<file path="src/hw/bpc_pkg.sv">
// geometry fixed at 64 words of 16 bits per block; changing a width here alone is not supported
package bpc_pkg;

    // ------------------------------------------------------------------------
    // data and block geometry
    // ------------------------------------------------------------------------
    localparam int WORD_W          = 16;
    localparam int WORDS_PER_BEAT  = 4;
    localparam int BEAT_W          = WORD_W * WORDS_PER_BEAT;
    localparam int BEATS_PER_BLOCK = 16;
    localparam int BEAT_CNT_W      = 4;

    // one plane per delta bit, one plane bit per delta
    localparam int PLANES  = WORD_W;
    localparam int PLANE_W = WORDS_PER_BEAT * BEATS_PER_BLOCK - 1;
    localparam int POS_W   = 6;

    // ------------------------------------------------------------------------
    // symbol widths
    // ------------------------------------------------------------------------
    localparam int CODE_W   = PLANE_W + 1;
    localparam int SIZE_W   = 7;
    localparam int RUN_W    = 4;
    // run prefix 6 bits plus widest codeword
    localparam int SYMBOL_W = 6 + CODE_W;
    // two zero bits then the base word
    localparam int HEADER_W = 2 + WORD_W;

    // ------------------------------------------------------------------------
    // symbol prefixes
    // ------------------------------------------------------------------------
    localparam logic [4:0] PFX_ALL_ONES = 5'b00000;
    localparam logic [4:0] PFX_DBP_ZERO = 5'b00001;
    localparam logic [4:0] PFX_PAIR     = 5'b00010;
    localparam logic [4:0] PFX_SINGLE   = 5'b00011;
    localparam logic [2:0] PFX_RUN1     = 3'b001;
    localparam logic [1:0] PFX_RUN      = 2'b01;

endpackage

</file>
<file path="src/hw/bpc_block_collector.sv">
// blocks must be exactly 16 beats with sop on the first and eop on the last; no error recovery
module bpc_block_collector
    import bpc_pkg::*;
(
    input  logic                      clk,
    input  logic                      rst_n,
    input  logic [BEAT_W-1:0]         data_i,
    input  logic                      valid_i,
    input  logic                      sop_i,
    input  logic                      eop_i,
    input  logic                      blk_ready_i,
    output logic                      ready_o,
    output logic                      blk_valid_o,
    output logic [PLANES*PLANE_W-1:0] blk_planes_o,
    output logic [WORD_W-1:0]         blk_base_o
);

    logic                                    accept;
    logic [BEAT_CNT_W-1:0]                   cnt_q;
    logic [BEAT_CNT_W-1:0]                   beat_idx;
    logic                                    blk_valid_q;
    logic [WORD_W-1:0]                       base_q;
    logic [WORD_W-1:0]                       cur_base;
    logic [WORDS_PER_BEAT-1:0][WORD_W-1:0]   delta;
    logic [PLANES*PLANE_W-1:0]               planes_q;

    // no new beats while a finished block waits for handover
    assign ready_o  = !blk_valid_q;
    assign accept   = valid_i && ready_o;

    // the sop beat carries its own base in the top word
    assign cur_base = sop_i ? data_i[BEAT_W-1 -: WORD_W] : base_q;
    assign beat_idx = sop_i ? '0 : cnt_q;

    always_comb begin
        for (int w = 0; w < WORDS_PER_BEAT; w++) begin
            delta[w] = data_i[BEAT_W-1-w*WORD_W -: WORD_W] - cur_base;
        end
    end

    // ------------------------------------------------------------------------
    // control
    // ------------------------------------------------------------------------
    always_ff @(posedge clk or negedge rst_n) begin
        if (!rst_n) begin
            cnt_q       <= '0;
            blk_valid_q <= 1'b0;
        end else begin
            if (accept) begin
                if (eop_i) begin
                    cnt_q <= '0;
                end else begin
                    cnt_q <= beat_idx + 1'b1;
                end
            end
            if (accept && eop_i) begin
                blk_valid_q <= 1'b1;
            end else if (blk_ready_i) begin
                blk_valid_q <= 1'b0;
            end
        end
    end

    // ------------------------------------------------------------------------
    // base word and transposed plane store
    // ------------------------------------------------------------------------
    always_ff @(posedge clk) begin
        if (accept && sop_i) begin
            base_q <= data_i[BEAT_W-1 -: WORD_W];
        end
        if (accept) begin
            // delta d is word d+1 of the block
            for (int d = 0; d < PLANE_W; d++) begin
                if (beat_idx == BEAT_CNT_W'((d + 1) / WORDS_PER_BEAT)) begin
                    for (int j = 0; j < WORD_W; j++) begin
                        // msb of delta lands in plane 0, delta 0 in plane bit 62
                        planes_q[(PLANES-1-j)*PLANE_W + (PLANE_W-1-d)] <=
                            delta[(d + 1) % WORDS_PER_BEAT][j];
                    end
                end
            end
        end
    end

    assign blk_valid_o  = blk_valid_q;
    assign blk_planes_o = planes_q;
    assign blk_base_o   = base_q;

endmodule

</file>
<file path="src/hw/bpc_encoder_top.sv">
// holds up to two blocks in flight; header follows the eop input beat by 2 cycles when idle
module bpc_encoder_top
    import bpc_pkg::*;
(
    input  logic                clk,
    input  logic                rst_n,
    input  logic [BEAT_W-1:0]   data_i,
    input  logic                valid_i,
    input  logic                sop_i,
    input  logic                eop_i,
    output logic                ready_o,
    output logic [SYMBOL_W-1:0] data_o,
    output logic [SIZE_W-1:0]   size_o,
    output logic                valid_o,
    output logic                sop_o,
    output logic                eop_o,
    input  logic                ready_i
);

    logic                      blk_valid;
    logic                      blk_ready;
    logic [PLANES*PLANE_W-1:0] blk_planes;
    logic [WORD_W-1:0]         blk_base;

    logic [PLANE_W-1:0]        xplane;
    logic                      plane_zero;
    logic                      code_zero;
    logic [CODE_W-1:0]         code;
    logic [SIZE_W-1:0]         code_size;

    bpc_block_collector u_collector (
        .clk          (clk),
        .rst_n        (rst_n),
        .data_i       (data_i),
        .valid_i      (valid_i),
        .sop_i        (sop_i),
        .eop_i        (eop_i),
        .blk_ready_i  (blk_ready),
        .ready_o      (ready_o),
        .blk_valid_o  (blk_valid),
        .blk_planes_o (blk_planes),
        .blk_base_o   (blk_base)
    );

    bpc_plane_sequencer u_sequencer (
        .clk          (clk),
        .rst_n        (rst_n),
        .blk_valid_i  (blk_valid),
        .blk_planes_i (blk_planes),
        .blk_base_i   (blk_base),
        .ready_i      (ready_i),
        .zero_i       (code_zero),
        .code_i       (code),
        .size_i       (code_size),
        .blk_ready_o  (blk_ready),
        .xplane_o     (xplane),
        .plane_zero_o (plane_zero),
        .data_o       (data_o),
        .size_o       (size_o),
        .valid_o      (valid_o),
        .sop_o        (sop_o),
        .eop_o        (eop_o)
    );

    bpc_plane_coder u_coder (
        .xplane_i     (xplane),
        .plane_zero_i (plane_zero),
        .zero_o       (code_zero),
        .code_o       (code),
        .size_o       (code_size)
    );

endmodule

</file>
<file path="src/hw/bpc_plane_coder.sv">
// purely combinational; codeword is left-aligned and bits below size_o are zero
module bpc_plane_coder
    import bpc_pkg::*;
(
    input  logic [PLANE_W-1:0] xplane_i,
    input  logic               plane_zero_i,
    output logic               zero_o,
    output logic [CODE_W-1:0]  code_o,
    output logic [SIZE_W-1:0]  size_o
);

    logic [PLANE_W-1:0] lsb;
    logic [POS_W-1:0]   pos;
    logic               is_single;
    logic               is_pair;

    // isolate the lowest set bit
    assign lsb = xplane_i & (~xplane_i + 1'b1);

    always_comb begin
        pos = '0;
        for (int i = 0; i < PLANE_W; i++) begin
            if (lsb[i]) begin
                pos = POS_W'(i);
            end
        end
    end

    assign is_single = (xplane_i == lsb);
    // a pair needs room for the upper bit
    assign is_pair   = !lsb[PLANE_W-1] && (xplane_i == (lsb | (lsb << 1)));

    // ------------------------------------------------------------------------
    // classification in priority order
    // ------------------------------------------------------------------------
    always_comb begin
        zero_o = 1'b0;
        code_o = '0;
        size_o = '0;
        if (xplane_i == '0) begin
            zero_o = 1'b1;
        end else if (&xplane_i) begin
            code_o = {PFX_ALL_ONES, {(CODE_W-$bits(PFX_ALL_ONES)){1'b0}}};
            size_o = SIZE_W'($bits(PFX_ALL_ONES));
        end else if (plane_zero_i) begin
            code_o = {PFX_DBP_ZERO, {(CODE_W-$bits(PFX_DBP_ZERO)){1'b0}}};
            size_o = SIZE_W'($bits(PFX_DBP_ZERO));
        end else if (is_pair) begin
            code_o = {PFX_PAIR, pos, {(CODE_W-$bits(PFX_PAIR)-POS_W){1'b0}}};
            size_o = SIZE_W'($bits(PFX_PAIR) + POS_W);
        end else if (is_single) begin
            code_o = {PFX_SINGLE, pos, {(CODE_W-$bits(PFX_SINGLE)-POS_W){1'b0}}};
            size_o = SIZE_W'($bits(PFX_SINGLE) + POS_W);
        end else begin
            // uncompressed plane behind a marker bit
            code_o = {1'b1, xplane_i};
            size_o = SIZE_W'(CODE_W);
        end
    end

endmodule

</file>
<file path="src/hw/bpc_plane_sequencer.sv">
// one plane per cycle while the output register is free; coder results must settle in the same cycle
module bpc_plane_sequencer
    import bpc_pkg::*;
(
    input  logic                      clk,
    input  logic                      rst_n,
    input  logic                      blk_valid_i,
    input  logic [PLANES*PLANE_W-1:0] blk_planes_i,
    input  logic [WORD_W-1:0]         blk_base_i,
    input  logic                      ready_i,
    input  logic                      zero_i,
    input  logic [CODE_W-1:0]         code_i,
    input  logic [SIZE_W-1:0]         size_i,
    output logic                      blk_ready_o,
    output logic [PLANE_W-1:0]        xplane_o,
    output logic                      plane_zero_o,
    output logic [SYMBOL_W-1:0]       data_o,
    output logic [SIZE_W-1:0]         size_o,
    output logic                      valid_o,
    output logic                      sop_o,
    output logic                      eop_o
);

    logic [PLANES*PLANE_W-1:0]   planes_q;
    logic                        busy_q;
    logic                        walk_q;
    logic [BEAT_CNT_W-1:0]       idx_q;
    logic [BEAT_CNT_W-1:0]       prev_idx;
    logic [RUN_W:0]              run_q;
    logic [RUN_W:0]              run_eff;
    logic [RUN_W-1:0]            run_field;
    logic [PLANE_W-1:0]          cur_plane;
    logic [PLANE_W-1:0]          prev_plane;

    logic [SYMBOL_W-CODE_W-1:0]  pfx;
    logic [SIZE_W-1:0]           pfx_size;
    logic [SYMBOL_W-1:0]         sym_data;
    logic [SIZE_W-1:0]           sym_size;
    logic [SYMBOL_W-1:0]         hdr_data;

    logic                        out_free;
    logic                        last_plane;
    logic                        load;
    logic                        step;
    logic                        emit;

    logic [SYMBOL_W-1:0]         data_q;
    logic [SIZE_W-1:0]           size_q;
    logic                        valid_q;
    logic                        sop_q;
    logic                        eop_q;

    // ------------------------------------------------------------------------
    // handshake
    // ------------------------------------------------------------------------
    assign out_free    = !valid_q || ready_i;
    assign blk_ready_o = !busy_q || (valid_q && eop_q && ready_i);
    assign load        = blk_valid_i && blk_ready_o;
    assign last_plane  = (idx_q == BEAT_CNT_W'(PLANES - 1));
    assign step        = walk_q && out_free;
    // zero planes only emit when they close the block
    assign emit        = load || (step && (!zero_i || last_plane));

    // ------------------------------------------------------------------------
    // xor plane towards the coder
    // ------------------------------------------------------------------------
    assign prev_idx     = idx_q - 1'b1;
    assign cur_plane    = planes_q[idx_q*PLANE_W +: PLANE_W];
    assign prev_plane   = planes_q[prev_idx*PLANE_W +: PLANE_W];
    assign xplane_o     = (idx_q == '0) ? cur_plane : (prev_plane ^ cur_plane);
    assign plane_zero_o = (cur_plane == '0);

    // ------------------------------------------------------------------------
    // symbol assembly
    // ------------------------------------------------------------------------
    // a zero plane here is the last one and joins the pending run
    assign run_eff   = zero_i ? run_q + 1'b1 : run_q;
    assign run_field = RUN_W'(run_eff - 2'd2);

    always_comb begin
        if (run_eff == '0) begin
            pfx      = '0;
            pfx_size = '0;
        end else if (run_eff == 1) begin
            pfx      = {PFX_RUN1, {(SYMBOL_W-CODE_W-$bits(PFX_RUN1)){1'b0}}};
            pfx_size = SIZE_W'($bits(PFX_RUN1));
        end else begin
            pfx      = {PFX_RUN, run_field};
            pfx_size = SIZE_W'(SYMBOL_W - CODE_W);
        end
    end

    // coder gives code zero and size zero on a zero plane
    assign sym_data = {pfx, {CODE_W{1'b0}}} |
                      ({code_i, {(SYMBOL_W-CODE_W){1'b0}}} >> pfx_size);
    assign sym_size = pfx_size + size_i;
    assign hdr_data = {{(HEADER_W-WORD_W){1'b0}}, blk_base_i, {(SYMBOL_W-HEADER_W){1'b0}}};

    // ------------------------------------------------------------------------
    // walk control
    // ------------------------------------------------------------------------
    always_ff @(posedge clk or negedge rst_n) begin
        if (!rst_n) begin
            busy_q <= 1'b0;
            walk_q <= 1'b0;
            idx_q  <= '0;
            run_q  <= '0;
        end else if (load) begin
            busy_q <= 1'b1;
            walk_q <= 1'b1;
            idx_q  <= '0;
            run_q  <= '0;
        end else begin
            if (valid_q && eop_q && ready_i) begin
                busy_q <= 1'b0;
            end
            if (step) begin
                idx_q <= idx_q + 1'b1;
                run_q <= zero_i ? run_q + 1'b1 : '0;
                if (last_plane) begin
                    walk_q <= 1'b0;
                end
            end
        end
    end

    always_ff @(posedge clk) begin
        if (load) begin
            planes_q <= blk_planes_i;
        end
    end

    // ------------------------------------------------------------------------
    // output register, held while stalled
    // ------------------------------------------------------------------------
    always_ff @(posedge clk or negedge rst_n) begin
        if (!rst_n) begin
            valid_q <= 1'b0;
            sop_q   <= 1'b0;
            eop_q   <= 1'b0;
        end else if (out_free) begin
            valid_q <= emit;
            sop_q   <= load;
            eop_q   <= !load && step && last_plane;
        end
    end

    always_ff @(posedge clk) begin
        if (out_free && emit) begin
            data_q <= load ? hdr_data : sym_data;
            size_q <= load ? SIZE_W'(HEADER_W) : sym_size;
        end
    end

    assign data_o  = data_q;
    assign size_o  = size_q;
    assign valid_o = valid_q;
    assign sop_o   = sop_q;
    assign eop_o   = eop_q;

endmodule

</file>
<file path="config.mk">
export PLATFORM = sky130hd
export DESIGN_NAME = bpc_encoder_top
export DESIGN_NICKNAME = d
export VERILOG_FILES = /design/src/hw/bpc_pkg.sv /design/src/hw/bpc_block_collector.sv /design/src/hw/bpc_encoder_top.sv /design/src/hw/bpc_plane_coder.sv /design/src/hw/bpc_plane_sequencer.sv
export SDC_FILE = /design/constraint.sdc
export NUM_CORES = 2
export LEC_CHECK = 0
export BUFFER_PORTS_ARGS = -buffer_cell sky130_fd_sc_hd__clkbuf_2
export CAP_MARGIN = 5
export CORE_MARGIN = 4
export CORE_UTILIZATION = 30
export DETAILED_ROUTE_END_ITERATION = 10
export PLACE_DENSITY = 0.41
export SETUP_SLACK_MARGIN = 0.5
export SLEW_MARGIN = 10
export SYNTH_ARGS = -nofsm -noshare
export SYNTH_HDL_FRONTEND = slang
export SYNTH_SLANG_ARGS = --single-unit
</file>
<file path="constraint.sdc">
create_clock -name clk -period 37.9 [get_ports clk]
set_input_delay 3.79 -clock clk [delete_from_list [all_inputs] [get_ports clk]]
set_output_delay 3.79 -clock clk [all_outputs]
set_load 0.01 [all_outputs]
</file>
==> results.py <==
metrics = {
    "power_and_ir_drop": {
        "p_per_area_nw_per_um2": 49.72,
        "peakVddDrop_v": 0.00003897,
        "total_power_mw": 5.189,
        "leakage_nw": 32.37,
    },
    "sta": {
        "hold_viol": 0,
        "drv_slew": 0,
        "fin_setup_tns_ns": 0,
        "period_needed_ns": 10.77,
        "tightest_slew_ns": 1.314,
        "maxSlewHeadroom_pct": 9.881,
        "clock_skew_ns": 0.1028,
        "maxClockFrequency_mhz": 92.83,
        "finalCritPeriodShare_pct": 28.42,
        "rsz0062_at_grt": "false",
        "layout_setup_ws_ns": 27.13,
        "setup-violations-final": 0,
    },
    "routing": {
        "drtPass1Iterations": 5,
        "antenna_left": 0,
        "via_per_inst": 5.328,
        "wl_um": 318000,
        "drcViolationCount": 0,
        "detail_route.iter0.violations": 5172,
        "avgRoutedWirePerCell_um": 33.26,
        "routed-via-count": 50943,
    },
    "outcome": {
        "status": "finished clean",
    },
    "clocking": {
        "cts_setup_buffers": 0,
        "cts_buffer_depth": 4,
        "cts.sinks": 2127,
        "ctsHoldBuffers": 0,
        "path_clk_slew_ns": 0.06,
        "worst_skew_pair.late_latency_ns": 0.91,
        "tritoncts": "done",
        "cts_buffers": 236,
        "htree_levels": 4,
        "ctsResizeCount": 0,
        "cts_root_buf": "clkbuf_16",
    },
    "synth": {
        "synth_cells": 5070,
        "ys_top_cells_by_area": "edfxtp_1 (70%), mux4_2 (9.7%), mux2i_1 (1.9%), mux2_2 (1.7%), nor2_1 (1.0%)",
        "synthArstFlopShare_pct": 0.8933,
        "synthDistinctLibCells": 111,
        "yosysTopAreaCell": "edfxtp_1",
        "synth_commonest_cells": "edfxtp_1 (2108), mux4_2 (387), nor2_1 (251)",
        "yosysWarnings": 0,
        "syn_area_um2": 90180,
        "synthesis.nets": 5217,
        "netlist.area_leader.share_pct": 70.20,
        "synth_edf_count": 2108,
        "synth_seq_cells": 2127,
        "synth_ff_type": "edfxtp_1",
        "avgSynthCellArea_um2": 17.79,
        "yosysMostFrequentCell": "edfxtp_1",
        "seq_area_frac_synth_pct": 70.72,
    },
    "worst_setup_path": {
        "cp_common_cell": "buf_4",
        "cpPeakStageDelay_ns": 0.87,
        "rr_endpoint": "u_sequencer.data_o[3]$_SDFFCE_PP0P_",
        "crit_path_start_kind": "register",
        "critPathMaxFanout": 52,
        "worstPathRequired_ns": 38.50,
        "regToRegSetupSlack_ns": 27.13,
        "critical_path.endpoint_type": "register",
        "crit_type": "register to register",
        "crit_slowest_cell": "ha_4",
        "r2r-start": "u_sequencer.idx_q[0]$_DFFE_PN0P_",
        "path_cells": "inv_2, ha_4, buf_4, buf_4, buf_4, mux2_2, o21ai_0, o32ai_1, xor2_1, buf_4, or4_1, nor4_2, nand2_1, nor3_1, a2111oi_0, and4_4, a211oi_4, nand2_2, a2111oi_2",
        "arrival_ns": 11.37,
        "ff2ff_path_depth": 19,
    },
    "run": {
        "maxCapViolCount": 0,
    },
    "global_routing": {
        "antenna_found_initial": 35,
        "first_global_vias": 50781,
        "grt_pass1_wl_um": 433000,
        "grt_max_degree": 158,
        "grt_overflow": 0,
        "groute.usage.overall_pct": 20.11,
        "use_met1_pct": 28.44,
        "globalRouteMet2Util_pct": 32.33,
        "use_met3_pct": 2.661,
        "top_usage_layer": "met2",
    },
    "layout": {
        "drive_above_1_share_pct": 25.24,
        "syn2layout_area_growth_pct": 15.74,
        "stdcell_area_um2": 104400,
        "nNetsFinal": 5548,
    },
    "placed_design": {
        "io_buffers": 149,
        "place_congestion": 0.9057,
        "placed_area_um2": 96810,
        "hpwl_um": 205400,
        "dp_slack_ns": 27.15,
    },
    "worst_hold_path": {
        "hold_path_end": "u_sequencer.planes_q[1004]$_DFFE_PP_",
        "min_path_type": "register to register",
        "min-delay-start": "u_collector.blk_planes_o[1004]$_DFFE_PP_",
        "holdPathStages": 0,
    },
    "floorplanning": {
        "io_pins": 151,
        "die_height_um": 556.3,
        "fp-row-count": 201,
        "start_util_pct": 30.11,
        "die-area_um2": 309400,
        "core-area_um2": 299500,
        "die_w_um": 556.3,
    },
}
==> critical path, delay by kind of cell (launching register included) <==
kind / cells / cell delay (ns)
buffers and inverters: 5 / 2.30
AO/OA/AOI/OAI: 5 / 2.36
multiplexers: 1 / 0.27
XOR/XNOR: 1 / 0.13
AND/OR/NAND/NOR: 6 / 3.51
flip-flops: 1 / 0.81
adder cells (fa/ha/maj): 1 / 0.87
==> worst max-delay path by stage <==
stage	start	to	slack, ns	cells after the start
final	u_sequencer.idx_q[0]$_DFFE_PN0P_	u_sequencer.data_o[3]$_SDFFCE_PP0P_	27.13	19
after global routing	u_sequencer.idx_q[0]$_DFFE_PN0P_	u_sequencer.data_o[3]$_SDFFCE_PP0P_	26.62	19
after CTS	u_sequencer.idx_q[0]$_DFFE_PN0P_	u_sequencer.data_o[3]$_SDFFCE_PP0P_	27.11	19
after detailed placement	u_sequencer.idx_q[0]$_DFFE_PN0P_	u_sequencer.data_o[3]$_SDFFCE_PP0P_	27.15	19
after global placement	u_sequencer.idx_q[0]$_DFFE_PN0P_	u_sequencer.data_o[3]$_SDFFCE_PP0P_	27.20	19
after floorplan	ready_i	u_sequencer.planes_q[0]$_DFFE_PP_	4.49	6
==> power breakdown <==
group,total (mW),switching [mW],internal [mW]
clock network,2.26,0.945,1.32
registers,2.64,0.00529,2.64
logic,0.285,0.239,0.0459
==> flip-flops by register name, summed over array words and instances, names as in the netlist, 4 cells and up <==
signal and count:
u_collector.blk_base_o 16, u_collector.blk_planes_o 1008, u_collector.cnt_q 4, u_sequencer.data_o 70, u_sequencer.idx_q 4, u_sequencer.planes_q 1008
u_sequencer.run_q 5, u_sequencer.size_o 6
==> cell type report <==
type	instances	area, um2
Fill cell	28313	195200
Sequential cell	2127	63790
Multi-Input combinational cell	2591	25260
Clock buffer	277	6123
Tap cell	3958	4952
Timing Repair Buffer	378	2552
Clock inverter	154	1406
Inverter	67	259.0
Antenna cell	9	22.52
==> stage by stage <==
step / hold slack [ns] / util, % / instances
2_1_floorplan: 0.4003 / - / 5070
3_3_place_gp: 0.4003 / 32.32 / 9121
3_5_place_dp: 0.4045 / 32.32 / 9121
4_1_cts: 0.3673 / 34.83 / 9552
5_1_grt: 0.3668 / 34.84 / 9553
6_report: 0.3725 / 34.84 / 9561
==> cell families (layout without fill, tap and decap cells) <==
logic type               after synthesis  in the layout  synth area share (%)
AO/OA/AOI/OAI                        683            683                 5.329
XOR/XNOR                             135            135                 1.349
adder cells (fa/ha/maj)               79             79                 1.132
buffers and inverters                352            876                 2.245
flip-flops                          2127           2127                 70.72
multiplexers                         709            709                 13.66
other                                  1             10              0.004158
AND/OR/NAND/NOR                      984            984                 5.554
==> per-layer routing <==
layer / vias up / wire length [um]
met3: 410 / 18340
li1: 21386 / -
met1: 27344 / 141100
met4: 0 / 10220
met5: - / 0
met2: 1803 / 148400
==> layout by cell type (no fill, tap or decap), types with 75 or more instances in the layout <==
cell	instances
clkbuf_2	149
nand2_1	214
mux4_2	387
nor2_1	208
o21ai_0	125
mux2_2	133
clkbuf_16	239
edfxtp_1	2108
mux2i_1	172
a211oi_1	113
a21oi_1	75
nand3_1	137
a22oi_1	76
buf_4	222
No activity file was read; power rests on OpenSTA's default activity.
